`src/udp_tx_pkg.sv`:
```
package udp_tx_pkg;

    localparam int udp_hdr_bytes = 8;
    localparam logic [7:0] udp_proto = 8'd17;

    // source port per frame type
    localparam logic [15:0] src_port_table [0:7] = '{
        16'd55000, 16'd55100, 16'd55200, 16'd55300,
        16'd55400, 16'd55500, 16'd55600, 16'd55700
    };

    localparam int desc_fifo_depth = 4;
    localparam int sum_fifo_depth  = 4;
    localparam int byte_fifo_depth = 2048;

    typedef struct packed {
        logic [15:0] src_port;
        logic [15:0] dst_port;
        logic [15:0] udp_len;
        logic [31:0] dst_ip;
        logic [47:0] dst_mac;
        // pseudo header plus header words, not yet folded
        logic [31:0] hdr_sum;
    } udp_desc_t;

    // end-around carry fold, two passes are enough for 32 bits
    function automatic logic [15:0] csum_fold(input logic [31:0] value);
        logic [16:0] part;
        part = {1'b0, value[31:16]} + {1'b0, value[15:0]};
        part = {1'b0, part[15:0]} + {16'd0, part[16]};
        return part[15:0];
    endfunction

    // invert, an all-zero result goes out as FFFF
    function automatic logic [15:0] csum_finish(input logic [15:0] folded);
        return (folded == 16'hFFFF) ? 16'hFFFF : ~folded;
    endfunction

endpackage

```
`src/udp_frame_assembler.sv`:
```
`timescale 1ns/100ps

module udp_frame_assembler (
    input  logic                  sys_clk,
    input  logic                  sys_rst_n,
    input  udp_tx_pkg::udp_desc_t desc,
    input  logic                  desc_empty,
    output logic                  desc_pop,
    input  logic [31:0]           sum,
    input  logic                  sum_empty,
    output logic                  sum_pop,
    input  logic [8:0]            byte_dat,
    input  logic                  byte_empty,
    output logic                  byte_pop,
    input  logic                  udp_ready,
    output logic                  udp_vld,
    output logic [7:0]            udp_dat,
    output logic                  udp_sop,
    output logic                  udp_eop,
    output logic [31:0]           udp_dst_ip,
    output logic [47:0]           udp_dst_mac,
    output logic [15:0]           udp_len
);

    import udp_tx_pkg::*;

    logic        busy;
    logic        start;
    logic        move;
    logic        hdr_step;
    logic        pay_slot;
    logic        done;
    logic [15:0] cnt;
    logic [15:0] ck_sum;
    logic [15:0] ck_val;
    logic [55:0] hdr_rest;

    assign start    = !busy && !desc_empty && !sum_empty;
    assign desc_pop = start;
    assign sum_pop  = start;
    assign move     = udp_vld && udp_ready;

    // cnt is the index of the byte in the output register
    assign hdr_step = busy && move && (cnt < 16'(udp_hdr_bytes - 1));
    assign pay_slot = busy && (cnt >= 16'(udp_hdr_bytes - 1))
                    && (!udp_vld || (udp_ready && !udp_eop));
    assign byte_pop = pay_slot && !byte_empty;
    assign done     = busy && move && udp_eop;

    // fold each part first so the final add cannot overflow
    assign ck_sum = csum_fold(32'(csum_fold(desc.hdr_sum)) + 32'(csum_fold(sum)));
    assign ck_val = csum_finish(ck_sum);

    always_ff @(posedge sys_clk) begin
        if (!sys_rst_n) begin
            busy    <= 1'b0;
            udp_vld <= 1'b0;
            udp_sop <= 1'b0;
            udp_eop <= 1'b0;
        end else if (start) begin
            busy    <= 1'b1;
            udp_vld <= 1'b1;
            udp_sop <= 1'b1;
            udp_eop <= 1'b0;
        end else if (hdr_step) begin
            udp_sop <= 1'b0;
        end else if (byte_pop) begin
            udp_vld <= 1'b1;
            udp_sop <= 1'b0;
            udp_eop <= byte_dat[8];
        end else if (done) begin
            busy    <= 1'b0;
            udp_vld <= 1'b0;
            udp_eop <= 1'b0;
        end else if (pay_slot) begin
            // payload not there yet
            udp_vld <= 1'b0;
        end
    end

    always_ff @(posedge sys_clk) begin
        if (start) begin
            cnt         <= 16'd0;
            udp_dat     <= desc.src_port[15:8];
            hdr_rest    <= {desc.src_port[7:0], desc.dst_port, desc.udp_len, ck_val};
            udp_dst_ip  <= desc.dst_ip;
            udp_dst_mac <= desc.dst_mac;
            udp_len     <= desc.udp_len;
        end else if (hdr_step) begin
            cnt      <= cnt + 16'd1;
            udp_dat  <= hdr_rest[55:48];
            hdr_rest <= {hdr_rest[47:0], 8'd0};
        end else if (byte_pop) begin
            cnt     <= cnt + 16'd1;
            udp_dat <= byte_dat[7:0];
        end
    end

    // request length and payload eop come from different producers
    a_eop_at_len: assert property (@(posedge sys_clk) disable iff (!sys_rst_n)
        (udp_vld && udp_ready && udp_eop) |-> (cnt == udp_len - 16'd1));

endmodule

```
`config.mk`:
```
export PLATFORM = sky130hd
export DESIGN_NAME = udp_frame_assembler
export DESIGN_NICKNAME = d
export VERILOG_FILES = /design/src/udp_tx_pkg.sv /design/src/udp_frame_assembler.sv
export SDC_FILE = /design/constraint.sdc
export NUM_CORES = 1
export LEC_CHECK = 0
export ABC_AREA = 1
export BUFFER_PORTS_ARGS = -buffer_cell sky130_fd_sc_hd__buf_2
export CAP_MARGIN = 20
export CORE_MARGIN = 1.5
export CORE_UTILIZATION = 44
export CTS_CLUSTER_SIZE = 24
export DETAILED_ROUTE_END_ITERATION = 8
export MAX_ROUTING_LAYER = met4
export PLACE_DENSITY_LB_ADDON = 0.15
export SYNTH_ARGS = -nofsm -noshare
export SYNTH_HDL_FRONTEND = slang
export SYNTH_SLANG_ARGS = --single-unit
```
`constraint.sdc`:
```
create_clock -name sys_clk -period 11.61 [get_ports sys_clk]
set_input_delay 1.161 -clock sys_clk [delete_from_list [all_inputs] [get_ports sys_clk]]
set_output_delay 1.161 -clock sys_clk [all_outputs]
set_load 0.01 [all_outputs]
```
==> impl_metrics.json <==
{
  "status": "finished clean",
  "ant_nets": 0,
  "rr_worst_depth": 7,
  "clk_latency_ps": 430,
  "cap_violations": 0,
  "avgSynthCellArea_um2": 8.543,
  "slew-limit-headroom_pct": 42.28,
  "portBuffers": 316,
  "synth-simple-area-share_pct": 26.69,
  "combPwrFrac_pct": 38.0,
  "ys_seq_area_share_pct": 48.74,
  "dpl.cell_count": 1871,
  "syn_to_final_growth_pct": 24.16,
  "nNetsFinal": 1840,
  "fillers": 2179,
  "cts_setup_buffers": 0,
  "seq_power_share_pct": 34.9,
  "cp_slowest_cell": "nor3b_1",
  "start_util_pct": 45.23,
  "cts_hold_repair.buffers": 0,
  "hold_depth": 2,
  "clk_pin_slew_ps": 80,
  "finalCriticalPeriod_ps": 9270,
  "fin_worst_skew_ps": 17.78,
  "drive_above_1_share_pct": 25.69,
  "finalHoldViolCount": 0,
  "grt_usage_pct": 20.48,
  "rows": 56,
  "ys.flop_type": "edfxtp_1",
  "p_sw_mw": 0.8455,
  "ys_types": 42,
  "drt_iter0_drc": 609,
  "grt_pass1_vias": 8425,
  "via_per_inst": 4.842,
  "grt_start_max_net_pins": 165,
  "yosys_warnings": 0,
  "yosys-top-cells-area": "edfxtp_1 (45%), nand2_1 (14%), ha_1 (6.9%)",
  "syn_inst": 1250,
  "cts.sinks": 180,
  "fin_crit_sh_pct": 79.85,
  "ctsResizeCount": 0,
  "antenna_found_initial": 1,
  "fmax_ghz": 0.1079,
  "setup_viol": 0,
  "dpl.hpwl_mm": 19.55,
  "grt-ovfl-total": 0,
  "worstPathMaxFanout": 15,
  "remaining_drc_errors": 0,
  "instances_no_fill": 1904,
  "async_flop_share_pct": 0,
  "dieWidth_um": 158.8,
  "synth_nets": 1519,
  "place_congestion": 0.8620,
  "ir_drop_mv": 0.09106,
  "startpoint_type": "input port",
  "swShare_pct": 39.10,
  "power.density_mw_per_mm2": 163.1,
  "dr_total_vias": 9219,
  "end_kind": "flip-flop",
  "slowest_delay_ps": 470,
  "fin_setup_tns_ps": 0,
  "synth_compound_area_share_pct": 6.245,
  "critPathKind": "input port to flip-flop",
  "wirelength_mm": 24.97,
  "p_leak_nw": 6.377,
  "rsz0062_at_grt": "false",
  "first_pass_iters": 5,
  "internal_power_mw": 1.317,
  "grt_pass1_wl_mm": 40.84,
  "io_pins": 317,
  "synth_seq_cells": 180,
  "synth_top_area_cell": "edfxtp_1",
  "stdcell_area_mm2": 0.01326,
  "synth_edf_count": 160,
  "crit_arrival_ps": 9530,
  "cts_buffers": 17,
  "synth_top_area_share_pct": 44.99,
  "netlist_area_mm2": 0.01068,
  "worst_pin_slew_ps": 865.8,
  "clockRootBuffer": "clkbuf_16",
  "dieArea_mm2": 0.02521,
  "synth_mux_area_share_pct": 0,
  "critPathMostFrequentCell": "nand2_1",
  "yosys.area_share.xor_xnor_pct": 4.101,
  "slew_viol_final": 0,
  "die_h_um": 158.8,
  "synth_top_family_by_area": "simple AND/OR/NAND/NOR gates",
  "worstPathRequired_ps": 11870,
  "placed_area_mm2": 0.01262,
  "tritoncts": "built",
  "cts.htree.levels": 4,
  "core_area_mm2": 0.02361,
  "clock_power_share_pct": 27.1,
  "max-clock-path-buffers": 2,
  "wl_per_cell_um": 13.12,
  "synth_fa_ha_area_share_pct": 7.475,
  "hold_class": "flip-flop to flip-flop"
}
[per-stage QoR]
step                power, mW  hold slack [ps]  util (%)  worst slack (ps)
detailed placement      1.587            455.4     53.46              1897
global placement        1.579            447.6     53.46              2303
finish                  2.162            469.4     56.15              2340
global route            2.326            501.9     56.15              1243
CTS                     2.180            469.9     56.14              2368
floorplan               1.385            454.6         -              3081
[cells in the mapped netlist, types with 3 or more instances]
master / n
nor4_1: 3
nand3_1: 89
o21ai_0: 22
xor2_1: 38
clkbuf_1: 12
o21ai_1: 3
a21oi_2: 10
inv_2: 5
dfxtp_1: 20
edfxtp_1: 160
fa_1: 3
a21oi_1: 61
nand2_1: 390
nor2_1: 79
inv_1: 164
ha_1: 59
nand2_2: 15
nand3_2: 6
nor2_2: 8
a31oi_1: 4
nor2_4: 6
nand3b_1: 6
nand4_1: 21
a21o_1: 4
nor3_1: 24
xnor2_1: 12
o21bai_1: 3
[power by group through the flow]
stage | clock (mW) | combinational (mW) | sequential, mW
after floorplan | 0 | 0.605 | 0.780
after global placement | 0 | 0.810 | 0.768
after detailed placement | 0 | 0.818 | 0.769
after CTS | 0.603 | 0.822 | 0.755
after global routing | 0.626 | 0.942 | 0.758
final | 0.585 | 0.823 | 0.755
[flip-flops by register name (all words and copies together), names as in the netlist]
| register | flops |
|---|---|
| busy | 1 |
| cnt | 16 |
| hdr_rest | 56 |
| udp_dat | 8 |
| udp_dst_ip | 32 |
| udp_dst_mac | 48 |
| udp_eop | 1 |
| udp_len | 16 |
| udp_sop | 1 |
| udp_vld | 1 |
[cell usage in the layout, fill, tap and decap left out, drive strengths merged]
cell / n
a211oi: 1
a21boi: 1
a21o: 4
a21oi: 71
a22oi: 1
a31oi: 4
and3: 2
buf: 319
clkbuf: 17
clkinv: 12
clkinvlp: 1
dfxtp: 20
diode: 1
edfxtp: 160
fa: 3
ha: 59
inv: 173
nand2: 405
nand3: 96
nand3b: 6
nand4: 21
nor2: 93
nor3: 24
nor3b: 2
nor4: 3
o2111ai: 2
o21a: 2
o21ai: 25
o21bai: 3
o221ai: 1
o31ai: 1
or2: 2
xnor2: 12
xor2: 38
[cell families (layout without fill, tap and decap cells)]
group / Yosys count / in the layout
flops: 180 / 180
other cells: 0 / 1
buf+inv: 188 / 522
fa+ha+maj: 62 / 62
compound gates: 116 / 116
simple gates: 654 / 654
xor+xnor: 50 / 50
[layer usage]
metal / GRT usage [%] / part of all wire, % / up-vias
li1: - / - / 4771
met1: 26.11 / 45 / 4188
met2: 33.55 / 49 / 236
met3: 3.866 / 4.7 / 24
met4: 5.238 / 1.2 / 0
met5: - / 0 / -
[critical path: cells and delay by family]
kind	cells	cell delay, ps
buffers and inverters	5	280
XOR/XNOR	1	150
adder cells (fa/ha/maj)	9	1930
AND/OR/NAND/NOR	37	4690
AO/OA/AOI/OAI	8	1280
[area by class of cell]
class | count | area (µm²) | share of cell area, %
diodes | 1 | 2.502 | 0.01887
clock buffers | 17 | 425.4 | 3.208
clock inverters | 15 | 207.7 | 1.566
inverters | 171 | 641.9 | 4.841
multi-input cells | 882 | 4761 | 35.91
flip-flops and latches | 180 | 5205 | 39.26
well taps | 319 | 399.1 | 3.010
repair buffers | 319 | 1617 | 12.19
[final timing paths]
kind                        start  slack [ps]                   endpoint
max                        sum[0]        2340  hdr_rest[3]$_SDFFCE_PN0P_
min reg2reg  udp_sop$_SDFFE_PN0P_         470       udp_sop$_SDFFE_PN0P_
max reg2reg     busy$_SDFFE_PN0P_        8480       udp_dat[7]$_DFFE_PP_
min          udp_sop$_SDFFE_PN0P_         470       udp_sop$_SDFFE_PN0P_
Power figures use the tool's default switching activity.
