[src/udp_tx_pkg.sv]
package udp_tx_pkg;

    localparam int udp_hdr_bytes = 8;
    localparam logic [7:0] udp_proto = 8'd17;

    // source port per frame type
    localparam logic [15:0] src_port_table [0:7] = '{
        16'd55000, 16'd55100, 16'd55200, 16'd55300,
        16'd55400, 16'd55500, 16'd55600, 16'd55700
    };

    localparam int desc_fifo_depth = 4;
    localparam int sum_fifo_depth  = 4;
    localparam int byte_fifo_depth = 2048;

    typedef struct packed {
        logic [15:0] src_port;
        logic [15:0] dst_port;
        logic [15:0] udp_len;
        logic [31:0] dst_ip;
        logic [47:0] dst_mac;
        // pseudo header plus header words, not yet folded
        logic [31:0] hdr_sum;
    } udp_desc_t;

    // end-around carry fold, two passes are enough for 32 bits
    function automatic logic [15:0] csum_fold(input logic [31:0] value);
        logic [16:0] part;
        part = {1'b0, value[31:16]} + {1'b0, value[15:0]};
        part = {1'b0, part[15:0]} + {16'd0, part[16]};
        return part[15:0];
    endfunction

    // invert, an all-zero result goes out as FFFF
    function automatic logic [15:0] csum_finish(input logic [15:0] folded);
        return (folded == 16'hFFFF) ? 16'hFFFF : ~folded;
    endfunction

endpackage

[src/udp_sync_fifo.sv]
`timescale 1ns/100ps

module udp_sync_fifo #(
    parameter type item_t = logic [7:0],
    parameter int  depth  = 4
) (
    input  logic  sys_clk,
    input  logic  sys_rst_n,
    input  logic  push,
    input  item_t wdata,
    input  logic  pop,
    output item_t rdata,
    output logic  empty,
    output logic  full
);

    localparam int aw = (depth > 1) ? $clog2(depth) : 1;
    localparam int cw = $clog2(depth + 1);

    item_t         mem [depth];
    logic [aw-1:0] wr_ptr;
    logic [aw-1:0] rd_ptr;
    logic [cw-1:0] count;

    // head entry is always visible
    assign rdata = mem[rd_ptr];
    assign empty = (count == '0);
    assign full  = (count == cw'(depth));

    always_ff @(posedge sys_clk) begin
        if (push) begin
            mem[wr_ptr] <= wdata;
        end
    end

    always_ff @(posedge sys_clk) begin
        if (!sys_rst_n) begin
            wr_ptr <= '0;
            rd_ptr <= '0;
            count  <= '0;
        end else begin
            if (push) begin
                wr_ptr <= (wr_ptr == aw'(depth - 1)) ? '0 : wr_ptr + 1'b1;
            end
            if (pop) begin
                rd_ptr <= (rd_ptr == aw'(depth - 1)) ? '0 : rd_ptr + 1'b1;
            end
            if (push && !pop) begin
                count <= count + 1'b1;
            end else if (pop && !push) begin
                count <= count - 1'b1;
            end
        end
    end

    a_no_overflow: assert property (@(posedge sys_clk) disable iff (!sys_rst_n)
        push |-> !full);

    a_no_underflow: assert property (@(posedge sys_clk) disable iff (!sys_rst_n)
        pop |-> !empty);

endmodule

[src/udp_header_gen.sv]
`timescale 1ns/100ps

module udp_header_gen (
    input  logic                 sys_clk,
    input  logic                 sys_rst_n,
    input  logic                 tx_req,
    input  logic [2:0]           tx_type,
    input  logic [15:0]          tx_len,
    output logic                 tx_ready,
    input  logic [31:0]          local_ip,
    input  logic [31:0]          dst_ip,
    input  logic [47:0]          dst_mac,
    input  logic [7:0][15:0]     dst_ports,
    input  logic                 desc_pop,
    output udp_tx_pkg::udp_desc_t desc,
    output logic                 desc_empty
);

    import udp_tx_pkg::*;

    logic        busy;
    logic [1:0]  stage;
    logic        accept;
    logic        desc_push;
    logic        desc_full;
    logic [31:0] src_ip_q;
    logic [31:0] dst_ip_q;
    logic [47:0] dst_mac_q;
    logic [15:0] src_port_q;
    logic [15:0] dst_port_q;
    logic [15:0] udp_len_q;
    logic [31:0] acc;
    udp_desc_t   desc_w;

    assign tx_ready  = !busy && !desc_full;
    assign accept    = tx_req && tx_ready;
    // stage 3 is the third cycle after acceptance
    assign desc_push = busy && (stage == 2'd3);

    always_ff @(posedge sys_clk) begin
        if (!sys_rst_n) begin
            busy  <= 1'b0;
            stage <= 2'd0;
        end else if (accept) begin
            busy  <= 1'b1;
            stage <= 2'd1;
        end else if (busy) begin
            stage <= stage + 2'd1;
            if (stage == 2'd3) begin
                busy <= 1'b0;
            end
        end
    end

    // request fields, captured so config writes cannot tear a frame
    always_ff @(posedge sys_clk) begin
        if (accept) begin
            src_ip_q   <= local_ip;
            dst_ip_q   <= dst_ip;
            dst_mac_q  <= dst_mac;
            src_port_q <= src_port_table[tx_type];
            dst_port_q <= dst_ports[tx_type];
            udp_len_q  <= tx_len + 16'(udp_hdr_bytes);
        end
    end

    // pseudo header: ip halves first, then protocol, length, source port
    always_ff @(posedge sys_clk) begin
        case (stage)
            2'd1: acc <= 32'(src_ip_q[31:16]) + 32'(src_ip_q[15:0])
                       + 32'(dst_ip_q[31:16]) + 32'(dst_ip_q[15:0]);
            2'd2: acc <= acc + 32'(udp_proto) + 32'(udp_len_q) + 32'(src_port_q);
            default: acc <= acc;
        endcase
    end

    // last two header words go straight into the pushed descriptor
    assign desc_w = '{
        src_port: src_port_q,
        dst_port: dst_port_q,
        udp_len:  udp_len_q,
        dst_ip:   dst_ip_q,
        dst_mac:  dst_mac_q,
        hdr_sum:  acc + 32'(dst_port_q) + 32'(udp_len_q)
    };

    udp_sync_fifo #(
        .item_t(udp_desc_t),
        .depth (desc_fifo_depth)
    ) i_desc_fifo (
        .sys_clk  (sys_clk),
        .sys_rst_n(sys_rst_n),
        .push     (desc_push),
        .wdata    (desc_w),
        .pop      (desc_pop),
        .rdata    (desc),
        .empty    (desc_empty),
        .full     (desc_full)
    );

endmodule

[config.mk]
export PLATFORM = sky130hd
export DESIGN_NAME = udp_header_gen
export DESIGN_NICKNAME = d
export VERILOG_FILES = /design/src/udp_tx_pkg.sv /design/src/udp_sync_fifo.sv /design/src/udp_header_gen.sv
export SDC_FILE = /design/constraint.sdc
export NUM_CORES = 1
export LEC_CHECK = 0
export BUFFER_PORTS_ARGS = -buffer_cell sky130_fd_sc_hd__buf_2
export CORE_ASPECT_RATIO = 1.4
export CORE_MARGIN = 2
export CORE_UTILIZATION = 58
export CTS_CLUSTER_SIZE = 20
export DETAILED_ROUTE_END_ITERATION = 12
export PLACE_DENSITY = 0.87
export SLEW_MARGIN = 20
export SYNTH_ARGS = -nofsm -noshare
export SYNTH_HDL_FRONTEND = slang
export SYNTH_SLANG_ARGS = --single-unit
export TNS_END_PERCENT = 50
[constraint.sdc]
create_clock -name sys_clk -period 6.44 [get_ports sys_clk]
set_input_delay 0.966 -clock sys_clk [delete_from_list [all_inputs] [get_ports sys_clk]]
set_output_delay 0.966 -clock sys_clk [all_outputs]
set_load 0.05 [all_outputs]
==> results by group <==
Finish
  • Final core utilization: around 68%
  • Non-filler cells, final: ~3,100
  • Area grow syn2layout: 16.07%
  • Storage element area: roughly 0.024 sq mm
  • Area of the multi-input gates: 0.009484 sq mm
  • Fillers: 3,688
  • Nets: 2,683
  • Layout cells sized above 1: ~33%

Clocking
  • Root Driver: clkbuf_16
  • CTS max path bufs: 3
  • Resize count post-CTS: 0
  • Worst-skew pair later-pin latency: between 0.6 and 0.7 ns
  • CTS tree: done
  • H-Tree Depth: 3
  • # Post-CTS Setup Buffers: 0
  • Num CTS Buffers: 75
  • Clock slew seen by the registers of the worst setup and hold paths: 0.06 ns
  • CTS sink cnt: between 800 and 900
  • # hold bufs at CTS: 0

Synthesis
  • Post-synthesis simple-gate area fraction: around 2.7%
  • Mean post-synth cell area: around 19 sq um
  • Post-synthesis cell type count: 66
  • Multiplexer share of the synthesized area: approximately 13%
  • Synth Cell Area: around 0.035 sq mm
  • Area fraction in compound gates after synthesis: 3.455%
  • EDFF count, synth: approximately 800
  • Synth warn: 0
  • Yosys reg bits: approximately 810
  • Yosys top cell by area: edfxtp_1
  • Sequential share of the synthesized area: between 60% and 70%
  • Top cell type's share of synthesized area: between 60 and 70%
  • Largest family of logic cells by synthesized area: multiplexers
  • Top-count cell post-synth: edfxtp_1
  • Synth top area cells: edfxtp_1 (69%), mux4_2 (12%), fa_1 (3.5%)
  • Syn Inst Count: 1,832
  • Most used DFF post-synth: edfxtp_1
  • Post-Synth Adder-Cell Area: roughly 6.5%
  • Post-synth top cells: edfxtp_1 (797), mux4_2 (185), inv_1 (168)
  • Async SR Flop Fraction: 0%
  • Xor/xnor share of the synthesized area: between 1.5 and 2%

Route
  • Routed WL: about 77,000 microns
  • First-pass DRT Iterations: 5
  • Post-route ant nets: 0
  • Detail-routed net length per standard cell: between 20 and 25 microns
  • DR iter-0 viols: around 1,500
  • Post-route DRC: 0
  • DR vias: 18,570
  • Avg Vias per Cell: between 5 and 6

STA
  • Setup TNS: 0 ns
  • Max-slew violations: 0
  • RSZ-0062 raised after global routing: false
  • Min cycle time layout: slightly above 4 ns
  • Worst Max-Slew Pin Slew: between 1 and 1.5 ns
  • Final Setup Violations: 0
  • Slew HR: about 21%
  • Skew final: between 0.02 and 0.025 ns
  • Min Hold Slack: between 0.4 and 0.5 ns
  • Final Cycle Share: approximately 64%
  • Maximum clock rate: 0.2412 GHz
  • Fin. Hold Viols: 0

Floorplan
  • Die Wd: between 200 and 250 microns
  • Die Y: between 200 and 300 microns
  • Row count: around 110
  • Full die area: 0.06156 sq mm
  • I/O pin cnt: 425
  • Core area: between 0.05 and 0.06 sq mm
  • Starting density of the core: slightly below 60%

Worst setup path
  • Crit path launch type: register
  • CP max stage cell: dfxtp_4
  • RR Startpoint: dst_ip_q[5]$_DFFE_PP_
  • Crit path kind: reg2out
  • Critical-path maximum fanout: 97
  • Critical path required time: about 5.5 ns
  • CP Data Arrival Time: ~3.2 ns
  • Crit path cell chain: buf_12, mux4_2, buf_2
  • Worst setup EP type: output pin
  • Critical Path Max Stage Delay: 0.77 ns

Place
  • Port buffer count: about 420
  • Placer congestion estimate: roughly 0.91
  • Inst Count DP: just under 3,000
  • Post-detail-place hpwl: roughly 50,000 microns

Pwr
  • Psw: around 4.7 mW
  • Net Sw Frac: around 31%
  • Clock share of power: a little under a third
  • Logic gate share of total power: a little over a quarter
  • Leakage: approximately 15 nW
  • Power Density: between 300 and 400 mW/mm^2
  • Reg power frac: around 43%
  • Pint: between 10 and 15 mW
  • Pwr Total: between 15 and 20 mW
  • Worst VDD drop: roughly 0.25 mV

Min path
  • Min-Delay Startpoint: dst_mac_q[5]$_DFFE_PP_
  • Worst hold-check path type: reg2reg

Global route
  • Total congestion overflow: 0
  • Largest net degree at the start of global routing: approximately 160
  • Global-route wire length before repair: 115,700 microns
  • Vias in the first global route: ~20,000
  • Initial antenna violation count: 10
  • Global Route Usage Sum: 25.18%

Run status
  • Status: finished clean

Flow run
  • Max-Cap Viols: 0
## placed cells by master (no fill, tap or decap), types with 21 or more instances in the layout
master,count
mux2_2,21
a21oi_1,50
o21ai_0,34
ha_1,83
nor2_1,42
fa_1,61
nand2_1,43
inv_1,168
nand3_1,22
mux4_2,185
buf_2,418
edfxtp_1,797
xor2_1,24
xnor2_1,40
clkbuf_16,77
## worst max-delay path, delay by kind of cell (launching register included)
| family | cells | cell delay, ns |
|---|---|---|
| flip-flops | 1 | 0.77 |
| multiplexers | 1 | 0.68 |
| buffers and inverters | 2 | 0.73 |
## registers in the layout, summed over array words and instances, names as in the netlist, 9 cells and up, named ones only
| name | cells |
|---|---|
| acc | 32 |
| dst_ip_q | 32 |
| dst_mac_q | 48 |
| dst_port_q | 16 |
| i_desc_fifo.mem | 612 |
| src_ip_q | 32 |
| src_port_q | 9 |
| udp_len_q | 16 |
## metrics by stage
stage	setup WS [ns]	instance area (sq um)
CTS	2.219	40080
detailed placement	2.681	37490
finish	2.294	40100
global route	2.086	40100
floorplan	0.9720	34560
global placement	2.809	37490
## routing by layer
layer	GRT usage, %	part of all wire [%]	up-vias
li1	-	-	8047
met1	30.09	36	9548
met2	44.89	54	813
met3	3.710	5.5	157
met4	12.07	4.4	0
met5	0	0	-
## area by class of cell
class	count	area share (%)
Sequential cell	809	60.30
Antenna cell	10	0.06240
Tap cell	749	2.337
Clock buffer	90	4.952
Timing Repair Buffer	429	5.641
Inverter	168	1.573
Clock inverter	49	1.485
Multi-Input combinational cell	793	23.65
## final timing paths
path	to	slack (ns)	cells after the start
max	desc[128]	2.29	3
min	i_desc_fifo.mem[3][37]$_DFFE_PP_	0.50	0
max reg2reg	acc[14]$_DFFE_PP_	2.47	12
min reg2reg	i_desc_fifo.mem[3][37]$_DFFE_PP_	0.50	0
## power groups by stage
stage	combinational, mW	clock [mW]	sequential [mW]
finish	4.01	4.63	6.56
global route	4.39	4.90	6.58
CTS	3.98	4.70	6.56
detailed placement	3.93	0	6.67
global placement	3.77	0	6.65
floorplan	2.89	0	6.56
## logic make-up after synthesis
family / count (synthesis)
buffers and inverters: 234
muxes: 214
and+or+nand+nor: 189
DFF: 809
adders and majority gates: 144
xor gates and xnor gates: 64
other: 2
AOI/OAI and AO/OA: 176
Power figures use the tool's default switching activity.
