File: src/udp_cfg_regs.sv
`timescale 1ns/100ps

module udp_cfg_regs (
    input  logic             sys_clk,
    input  logic             sys_rst_n,
    input  logic             wb_cyc,
    input  logic             wb_stb,
    input  logic             wb_we,
    input  logic [2:0]       wb_adr,
    input  logic [31:0]      wb_dat_w,
    output logic [31:0]      wb_dat_r,
    output logic             wb_ack,
    output logic [31:0]      local_ip,
    output logic [31:0]      dst_ip,
    output logic [47:0]      dst_mac,
    output logic [7:0][15:0] dst_ports
);

    logic ack_q;

    // ack is dropped at once if the master lets go of stb
    assign wb_ack = ack_q && wb_cyc && wb_stb;

    always_ff @(posedge sys_clk) begin
        if (!sys_rst_n) begin
            ack_q <= 1'b0;
        end else begin
            ack_q <= wb_cyc && wb_stb && !ack_q;
        end
    end

    always_ff @(posedge sys_clk) begin
        if (!sys_rst_n) begin
            local_ip  <= '0;
            dst_ip    <= '0;
            dst_mac   <= '0;
            dst_ports <= '0;
        end else if (wb_ack && wb_we) begin
            case (wb_adr)
                3'd0: local_ip <= wb_dat_w;
                3'd1: dst_ip <= wb_dat_w;
                3'd2: dst_mac[31:0] <= wb_dat_w;
                3'd3: dst_mac[47:32] <= wb_dat_w[15:0];
                // lower type sits in the low half
                3'd4: dst_ports[1:0] <= wb_dat_w;
                3'd5: dst_ports[3:2] <= wb_dat_w;
                3'd6: dst_ports[5:4] <= wb_dat_w;
                default: dst_ports[7:6] <= wb_dat_w;
            endcase
        end
    end

    always_comb begin
        case (wb_adr)
            3'd0: wb_dat_r = local_ip;
            3'd1: wb_dat_r = dst_ip;
            3'd2: wb_dat_r = dst_mac[31:0];
            3'd3: wb_dat_r = {16'd0, dst_mac[47:32]};
            3'd4: wb_dat_r = dst_ports[1:0];
            3'd5: wb_dat_r = dst_ports[3:2];
            3'd6: wb_dat_r = dst_ports[5:4];
            default: wb_dat_r = dst_ports[7:6];
        endcase
    end

    // one ack per request, one cycle after the request was seen
    a_ack_classic: assert property (@(posedge sys_clk) disable iff (!sys_rst_n)
        wb_ack |-> wb_stb && $past(wb_cyc && wb_stb) && !$past(wb_ack));

endmodule

File: config.mk
export PLATFORM = sky130hd
export DESIGN_NAME = udp_cfg_regs
export DESIGN_NICKNAME = d
export VERILOG_FILES = /design/src/udp_cfg_regs.sv
export SDC_FILE = /design/constraint.sdc
export NUM_CORES = 1
export LEC_CHECK = 0
export BUFFER_PORTS_ARGS = -buffer_cell sky130_fd_sc_hd__buf_2
export CELL_PAD_IN_SITES_DETAIL_PLACEMENT = 1
export CELL_PAD_IN_SITES_GLOBAL_PLACEMENT = 1
export CORE_MARGIN = 2
export CORE_UTILIZATION = 38
export DETAILED_ROUTE_END_ITERATION = 10
export PLACE_DENSITY = 0.84
export SYNTH_ARGS = -nofsm -noshare
export SYNTH_HDL_FRONTEND = slang
export SYNTH_SLANG_ARGS = --single-unit
File: constraint.sdc
create_clock -name sys_clk -period 1.69 [get_ports sys_clk]
set_input_delay 0.2535 -clock sys_clk [delete_from_list [all_inputs] [get_ports sys_clk]]
set_output_delay 0.2535 -clock sys_clk [all_outputs]
set_load 0.02 [all_outputs]
==> run_results.csv, run 1 <==
group,metric,value,unit
global_route,grt_use_total,0.320,
setup_path,worstSetupPathType,"flop to output pin",
setup_path,crit_buf_inv,1,
synthesis,synth_nets,1366,
synthesis,yosysTopAreaCellShare,0.438,
cts,cts_buffers,28,
setup_path,crit_required,1.44,ns
place,dp.cells,1979,
status,violations,"negative setup slack",
route,ant_nets,0,
synthesis,seq_area_frac_synth,0.438,
setup_path,slowest_stage,"a221oi_1",
status,status,"finished with violations",
cts,clk_latency,0.54,ns
setup_path,critical-path-top-delay-family,"compound AO/OA/AOI/OAI gates",
layout,mostFrequentLayoutCells,"nand2_1 (451), buf_2 (277), dfxtp_1 (185)",
layout,seqCellArea,4900,sq um
min_path,hold_path.class,"input port to flop",
power,p_per_area,852,nW/um^2
setup_path,worstSetupStartpointType,"flop",
route,wl,51300,um
layout,nets,1704,
min_path,min_from,"wb_dat_w[18]",
global_route,grt_start_max_net_pins,123,
floorplanning,start_util,0.385,
cts,cts_hold_buf,0,
layout,fin_cells,2070,
global_route,antenna_found_initial,0,
synthesis,syn_area,11000,sq um
synthesis,syn_avg_cell_area,8.31,sq um
setup_path,worstPathMaxFanout,3,
layout,area.growth.synth_to_final,44.1,%
setup_path,cp_cell_sequence,"a221oi_1, a21oi_1, or2_1, buf_6",
power,p_leak,6.66,nW
job,max_cap_viol_count,0,
route,via_count,11900,
setup_path,end_kind,"output pin",
cts,clock_path_buffers,3,
layout,multiInputGateArea,6350,sq um
sta,min_period_over_period,1.18,
setup_path,max_stage_delay,0.37,ns
sta,period_minus_slack,1.99,ns
cts,clock-sinks,241,
synthesis,ys_ff_latch,241,
sta,setup_violations,32,
synthesis,synth_ff_type,"dfxtp_1",
sta,slew_violations,0,
floorplanning,num_rows,62,
layout,drive_gt1_frac,0.395,
synthesis,synth_cell_type_count,44,
floorplanning,dieWidth,174,um
power,power.total,13.5,mW
floorplanning,die_y,174,um
floorplanning,die_area,30400,sq um
sta,max_freq,503,MHz
sta,maxSlewHeadroom,0.489,
place,place_hpwl,31800,um
place,place_congestion,0.818,
route,firstDrtPassIters,5,
synthesis,ys_top_cells_by_area,"dfxtp_1 (44%), nand2_1 (15%), a21boi_1 (9.5%)",
sta,worst_pin_slew,0.766,ns
synthesis,async_flop_share,0,
global_route,grt_pass1_vias,12500,
sta,fin_ws,-0.300,ns
global_route,grt_pass1_wl,75300,um
power,vdd_drop_max,0.558,mV
setup_path,r2r-start,"ack_q$_SDFF_PN0_",
route,wl_per_cell,24.8,um
synthesis,synth_top_area_cell,"dfxtp_1",
setup_path,worstSetupStartpoint,"local_ip[11]$_SDFFE_PN0P_",
route,avgViaCountPerCell,5.77,
floorplanning,pin_count,313,
layout,diodes,0,
route,drcViolationCount,0,
layout,final_common_cell,"nand2_1",
sta,timing.clock.skew,0.00798,ns
cts,h-tree-depth,1,
layout,nFillCells,3362,
sta,rsz0062_at_grt,"yes",
synthesis,syn_inst,1326,
route,drt-initial-drc-count,984,
floorplanning,core,28600,sq um
synthesis,ys_warn_count,0,
setup_path,crit_arrival,1.74,ns
cts,tritoncts,"built",
cts,clk_pin_slew_worst_paths,0.06,ns
global_route,grt_overflow,0,
cts,clockRootBuffer,"clkbuf_16",
synthesis,synth_edf_count,0,
sta,hold_viol,0,
place,io_buffers,312,
-- sequential cells by signal, indices dropped and copies added (netlist names) --
| register | count |
|---|---|
| ack_q | 1 |
| dst_ip | 32 |
| dst_mac | 48 |
| dst_ports | 128 |
| local_ip | 32 |
-- power by group --
group	internal, mW	leakage [nW]	switching [mW]	total (mW)
logic	0.486	4.19	0.710	1.20
registers	5.68	1.97	0.00776	5.69
clock network	4.08	0.501	2.55	6.64
total	10.3	6.66	3.27	13.5
-- logic make-up after synthesis --
kind of cell / Yosys count / share of synthesized area
compound gates: 351 / 0.239
buf+inv: 128 / 0.0557
flops: 241 / 0.438
mux: 63 / 0.0612
simple gates: 543 / 0.206
-- path summary, 6_finish.rpt --
path	endpoint	slack, ns	depth (start not counted)
worst min-delay path	local_ip[18]$_SDFFE_PN0P_	0.01	3
worst min register to register	dst_ports[83]$_SDFFE_PN0P_	0.47	2
worst max register to register	dst_ports[24]$_SDFFE_PN0P_	0.08	6
worst max-delay path	wb_dat_r[11]	-0.30	4
-- metal layers --
metal / wire [um] / track usage / up-vias
met1: 20200 / 0.386 / 6035
met4: 1750 / 0.124 / 0
met3: 3740 / 0.0593 / 132
met5: 0 / 0 / -
met2: 25600 / 0.564 / 565
li1: - / - / 5202
-- worst reg2reg max path: stages, from the launching register on --
cell,delay (ns)
dfxtp_2,0.37
nand4_4,0.17
buf_4,0.22
nor3_4,0.22
buf_6,0.21
nand2_1,0.11
a21boi_0,0.22
-- Yosys cell counts, types with 15 or more instances --
| library cell | count |
|---|---|
| a221oi_1 | 48 |
| mux2i_1 | 46 |
| nand2_1 | 451 |
| mux2_2 | 15 |
| dfxtp_1 | 241 |
| a21boi_1 | 140 |
| a21oi_1 | 32 |
| nand2b_1 | 15 |
| clkbuf_1 | 60 |
| buf_2 | 49 |
| a21boi_0 | 86 |
| nor2b_1 | 20 |
| a22oi_1 | 15 |
-- cell type report --
| class | count | area share |
|---|---|---|
| Tap cell | 384 | 0.0303 |
| Clock buffer | 38 | 0.0529 |
| Multi-Input combinational cell | 957 | 0.400 |
| Sequential cell | 241 | 0.309 |
| Inverter | 3 | 0.000709 |
| Timing Repair Buffer | 433 | 0.196 |
| Clock inverter | 14 | 0.0114 |
-- stage by stage --
| step | TNS [ns] | util | instance area [sq um] | hold WS [ns] | setup slack [ns] |
|---|---|---|---|---|---|
| finish | -6.29 | 0.555 | 15900 | 0.0143 | -0.300 |
| global route | -8.07 | 0.555 | 15900 | 0.0184 | -0.373 |
| CTS | -6.63 | 0.543 | 15500 | 0.00440 | -0.291 |
| detailed placement | -33.22 | 0.477 | 13700 | 0.462 | -0.459 |
| global placement | -22.55 | 0.477 | 13700 | 0.453 | -0.452 |
| floorplan | -0.0677 | - | 11100 | 0.388 | -0.0113 |
-- repair_timing --
action	CTS	global route
setup buffers	35	5
cloned	0	1
gates resized for setup	169	53
pin swaps	59	20
setup endpoints to repair	37	63
No activity file was read; power rests on OpenSTA's default activity.
==> inputs of run 2 (changes only) <==
ABC_AREA = 1   (was default)
CORE_UTILIZATION = 33   (was 38)
PLACE_DENSITY = 0.8   (was 0.84)
clock period = 1.62 ns   (was 1.69 ns; I/O delays follow)
==> run_results.csv, run 2 <==
group,metric,value,unit
floorplanning,dieWidth,195,um
route,drt-initial-drc-count,1071,
power,p_clk_frac,0.479,
floorplanning,core,36300,sq um
sta,slew_violations,0,
synthesis,ys_warn_count,0,
layout,mostFrequentLayoutCells,"nor2_1 (526), nand2_1 (329), buf_2 (277)",
sta,period_minus_slack,1.79,ns
layout,seqCellArea,4970,sq um
global_route,grt_use_total,0.298,
cts,h-tree-depth,1,
setup_path,reg2reg_slack,0.12,ns
layout,final_util,0.477,
route,firstDrtPassIters,7,
setup_path,crit_required,1.38,ns
floorplanning,die_area,38100,sq um
floorplanning,die_y,195,um
global_route,antenna_found_initial,1,
sta,rsz0062_at_grt,"yes",
floorplanning,start_util,0.332,
synthesis,synth_ff_type,"dfxtp_1",
sta,max_freq,558,MHz
setup_path,r2r-start,"ack_q$_SDFF_PN0_",
layout,top_regs,"dst_ports x128, dst_mac x48",
route,ant_nets,0,
route,via_count,14900,
route,avgViaCountPerCell,5.38,
synthesis,synth_cell_type_count,17,
synthesis,yosysTopAreaCellShare,0.400,
layout,top_register,"dst_ports",
synthesis,syn_area,12100,sq um
synthesis,ys_top_cells_by_area,"dfxtp_1 (40%), nor2_1 (18%), nand3_1 (12%)",
power,switching_share,0.261,
synthesis,ys_ff_latch,241,
setup_path,worstSetupPathType,"flop to output pin",
cts,clock_path_buffers,3,
synthesis,synth_common_cells,"nor2_1 (594), nand2_1 (353), nand3_1 (290), dfxtp_1 (241), nand4_1 (144)",
power,p_per_area,794,nW/um^2
sta,setup_violations,32,
sta,timing.clock.skew,0.00576,ns
sta,maxSlewHeadroom,0.657,
min_path,hold_path.class,"input port to flop",
layout,area.growth.synth_to_final,43.7,%
layout,final_common_cell,"nor2_1",
synthesis,seq_area_frac_synth,0.400,
synthesis,synth_edf_count,0,
setup_path,end_kind,"output pin",
global_route,grt_pass1_vias,14900,
floorplanning,num_rows,70,
cts,clock-sinks,241,
synthesis,syn_avg_cell_area,6.39,sq um
route,drcViolationCount,0,
setup_path,crit_arrival,1.55,ns
synthesis,post-synth-top-count-cell,"nor2_1",
synthesis,syn_inst,1889,
cts,cts_buffers,28,
status,violations,"negative setup slack",
status,status,"finished with violations",
cts,clk_pin_slew_worst_paths,0.07,ns
layout,largest_reg_flops,128,
setup_path,worstSetupStartpointType,"flop",
global_route,grt_pass1_wl,88800,um
power,pwr-share-comb,0.089,
power,p_int,10.2,mW
power,p_leak,8.40,nW
cts,clk_latency,0.55,ns
power,vdd_drop_max,0.826,mV
setup_path,worstPathMaxFanout,3,
layout,drive_gt1_frac,0.352,
global_route,grt_start_max_net_pins,60,
job,max_cap_viol_count,0,
place,io_buffers,312,
route,wl,60100,um
place,place_congestion,0.953,
sta,hold_viol,0,
layout,multiInputGateArea,6640,sq um
place,place_hpwl,41000,um
power,p_switching,3.59,mW
synthesis,synth_top_area_cell,"dfxtp_1",
sta,min_period_over_period,1.11,
synthesis,synth_nets,1929,
floorplanning,pin_count,313,
sta,fin_ws,-0.173,ns
cts,clockRootBuffer,"clkbuf_16",
layout,nets,2311,
place,dpl_worst_slack,-0.0994,ns
global_route,grt_overflow,0,
route,wl_per_cell,21.8,um
setup_path,worstSetupStartpoint,"dst_ports[66]$_SDFFE_PN0P_",
cts,tritoncts,"built",
sta,worst_pin_slew,0.513,ns
power,power.total,13.8,mW
layout,nFillCells,4690,
power,seqPwrFrac,0.432,
min_path,min_from,"sys_rst_n",
synthesis,async_flop_share,0,
## run 2: per-layer routing
| metal | vias to the layer above | wire length, um | GRT usage |
|---|---|---|---|
| met1 | 7320 | 24900 | 0.385 |
| met4 | 0 | 2230 | 0.109 |
| met5 | - | 0 | 0 |
| met2 | 568 | 27800 | 0.483 |
| met3 | 126 | 5170 | 0.0724 |
| li1 | 6837 | - | - |
## run 2: cell families after synthesis
| logic type | share of synthesized area |
|---|---|
| DFF | 0.400 |
| buffers and inverters | 0.0947 |
| and+or+nand+nor | 0.505 |
## run 2: power by group through the flow
stage          Combinational (mW)  Sequential (mW)  Clock [mW]
6_report                     1.23             5.95        6.59
5_1_grt                      1.30             5.94        6.92
4_1_cts                      1.16             5.95        6.63
3_5_place_dp                 1.14             6.08           0
3_3_place_gp                 1.11             6.08           0
2_1_floorplan               0.597             6.10           0
## run 2: final cells by class
cell class | instances | area share
repair buffers | 508 | 0.222
inverters | 93 | 0.0203
multi-input cells | 1399 | 0.383
well taps | 468 | 0.0338
clock inverters | 11 | 0.00642
flip-flops and latches | 241 | 0.286
diodes | 1 | 0.000144
clock buffers | 41 | 0.0479
## run 2: critical path, cell delays in order, from the launching register on
cell and delay, ns:
dfxtp_2 0.34, nand4_1 0.10, nand2_1 0.07, nor2_1 0.12
buf_4 0.15, nand3_4 0.07, buf_6 0.14
## run 2: metrics by stage
| step | area [sq um] | TNS, ns | std cells | hold slack (ns) |
|---|---|---|---|---|
| after floorplan | 12100 | 0 | 1889 | 0.369 |
| after global placement | 14800 | -0.827 | 2629 | 0.456 |
| after detailed placement | 14800 | -6.27 | 2629 | 0.480 |
| after CTS | 16800 | -3.13 | 2738 | 0.0356 |
| after global routing | 17300 | -4.40 | 2762 | 0.0478 |
| final | 17300 | -2.78 | 2762 | 0.0573 |
## run 2: path summary, 6_finish.rpt
path	to	cells after the start
hold / removal	dst_ip[21]$_SDFFE_PN0P_	3
setup reg to reg	dst_mac[41]$_SDFFE_PN0P_	4
setup / recovery	wb_dat_r[2]	6
hold reg to reg	ack_q$_SDFF_PN0_	1
## run 2: repair_timing
action                                  in CTS  in global routing
hold buffers                                 2                  0
buffers inserted                            55                 19
pin swaps                                   83                 97
endpoints found under the setup margin      32                 68
endpoints found under the hold margin        1                  0
cloned                                       0                  4
resized for setup                          233                 97
==> inputs of run 3 (changes only) <==
CORE_ASPECT_RATIO = 0.7   (was default)
SETUP_SLACK_MARGIN = 0.1   (was default)
==> run_results.csv, run 3 (same netlist as run 2, synthesis figures left out) <==
group,metric,value,unit
status,status,"finished with violations",
status,violations,"negative setup slack",
route,drcViolationCount,0,
route,ant_nets,0,
min_path,hold_path.class,"input port to flop",
sta,min_period_over_period,1.16,
sta,timing.clock.skew,0.0167,ns
sta,maxSlewHeadroom,0.589,
setup_path,end_kind,"output pin",
place,place_congestion,0.972,
cts,clk_pin_slew_worst_paths,0.06,ns
min_path,hold_end,"dst_ports[127]$_SDFFE_PN0P_",
setup_path,worstSetupPathType,"flop to output pin",
min_path,hold_depth,5,
route,via_count,15200,
sta,slew_violations,0,
layout,top_register,"dst_ports",
layout,nets,2305,
power,p_per_area,811,nW/um^2
global_route,grt_pass1_wl,91800,um
power,vdd_drop_max,0.567,mV
layout,seqCellArea,4960,sq um
setup_path,worstPathMaxFanout,2,
sta,hold_viol,0,
route,avgViaCountPerCell,5.48,
global_route,grt_overflow,0,
floorplanning,start_util,0.335,
route,drt-initial-drc-count,1479,
setup_path,max_stage_delay,0.33,ns
floorplanning,num_rows,58,
layout,mostFrequentLayoutCells,"nor2_1 (523), nand2_1 (325), buf_2 (274)",
layout,area.growth.synth_to_final,46.7,%
layout,largest_reg_flops,128,
cts,clk_latency,0.57,ns
setup_path,crit_arrival,1.63,ns
setup_path,reg2reg_depth,8,
sta,timing.hold.ws,0.184,ns
setup_path,slowest_stage,"dfxtp_2",
sta,fin_ws,-0.257,ns
place,place_area,14900,sq um
sta,fin_tns_setup,-3.87,ns
setup_path,regToRegEndpoint,"dst_ports[108]$_SDFFE_PN0P_",
layout,multiInputGateArea,6710,sq um
global_route,grt_use_total,0.316,
sta,worst_pin_slew,0.616,ns
sta,period_minus_slack,1.88,ns
min_path,min_from,"wb_dat_w[31]",
place,io_buffers,312,
setup_path,cp_cell_sequence,"nand4_1, nand2_1, nor2_1, buf_4, nand3_2, buf_6",
sta,max_freq,533,MHz
layout,top_regs,"dst_ports x128, dst_mac x48",
setup_path,worstSetupStartpointType,"flop",
route,wl_per_cell,23.1,um
layout,nFillCells,4638,
sta,setup_violations,32,
cts,clock-sinks,241,
global_route,grt_pass1_vias,14800,
floorplanning,die_y,164,um
layout,final_common_cell,"nor2_1",
route,firstDrtPassIters,7,
power,p_leak,8.44,nW
global_route,antenna_found_initial,1,
global_route,grt_start_max_net_pins,64,
sta,rsz0062_at_grt,"yes",
setup_path,r2r-start,"ack_q$_SDFF_PN0_",
floorplanning,dieWidth,233,um
floorplanning,pin_count,313,
floorplanning,core,36000,sq um
cts,tritoncts,"built",
route,wl,63900,um
setup_path,reg2reg_slack,0.16,ns
cts,cts_buffers,28,
cts,clock_path_buffers,3,
place,place_hpwl,43000,um
floorplanning,die_area,38100,sq um
cts,clockRootBuffer,"clkbuf_16",
layout,final_cell_area,17700,sq um
layout,drive_gt1_frac,0.346,
cts,h-tree-depth,1,
job,max_cap_viol_count,0,
setup_path,crit_required,1.38,ns
## run 3: changes by cell type in the layout (fill, tap and decap cells not counted), moves of 8 or more
cell,before,now
buf_12,41,49
dfxtp_2,104,94
dfxtp_1,134,143
nor2_4,38,46
buf_4,149,122
## run 3: timing repair
item	in CTS	in global routing
endpoints found under the setup margin	124	38
pin swaps	72	45
hold buffers	3	0
resized for setup	260	101
hold endpoints to repair	4	0
cloned	4	4
buffers inserted	54	14
## run 3: through the flow
step | util | cells | worst slack [ns] | total power [mW]
global placement | 0.415 | 2638 | -0.241 | 7.23
finish | 0.492 | 2767 | -0.257 | 14.4
floorplan | - | 1889 | 0.188 | 6.69
detailed placement | 0.415 | 2638 | -0.243 | 7.26
CTS | 0.478 | 2748 | -0.214 | 14.3
global route | 0.492 | 2767 | -0.296 | 14.7
## run 3: per-layer routing
metal | vias up | track usage | share of wire | wire [um]
met5 | - | 0 | 0 | 0
met4 | 0 | 0.108 | 0.038 | 2410
met3 | 131 | 0.0981 | 0.10 | 6370
met1 | 7460 | 0.427 | 0.43 | 27500
li1 | 6831 | - | - | -
met2 | 728 | 0.475 | 0.43 | 27600
## run 3: worst max-delay path by stage
stage / to / slack (ns) / from / cells past startpoint
2_1_floorplan: wb_dat_r[27] / 0.19 / wb_adr[1] / 7
4_1_cts: wb_dat_r[23] / -0.21 / dst_ports[55]$_SDFFE_PN0P_ / 6
6_report: wb_dat_r[0] / -0.26 / dst_ports[32]$_SDFFE_PN0P_ / 6
5_1_grt: wb_dat_r[0] / -0.30 / dst_ports[32]$_SDFFE_PN0P_ / 6
3_3_place_gp: wb_dat_r[22] / -0.24 / wb_adr[0] / 9
3_5_place_dp: wb_dat_r[22] / -0.24 / wb_adr[0] / 9
## run 3: where the power goes
group	switching, mW	internal, mW	total (mW)
sequential	0.0131	5.93	5.94
clock	2.76	4.32	7.08
combinational	0.908	0.420	1.33
total	3.68	10.7	14.4
## run 3: final cells by class
class | count | share of cell area
multi-input cells | 1399 | 0.379
flip-flops and latches | 241 | 0.280
repair buffers | 502 | 0.231
clock buffers | 39 | 0.0442
well taps | 480 | 0.0339
inverters | 93 | 0.0199
clock inverters | 12 | 0.0122
diodes | 1 | 0.000141
## run 3: critical path, delay by kind of cell, from the launching register on
kind                   cells  cell delay (ns)
buffers and inverters      2             0.30
DFF                        1             0.33
and+or+nand+nor            4             0.43
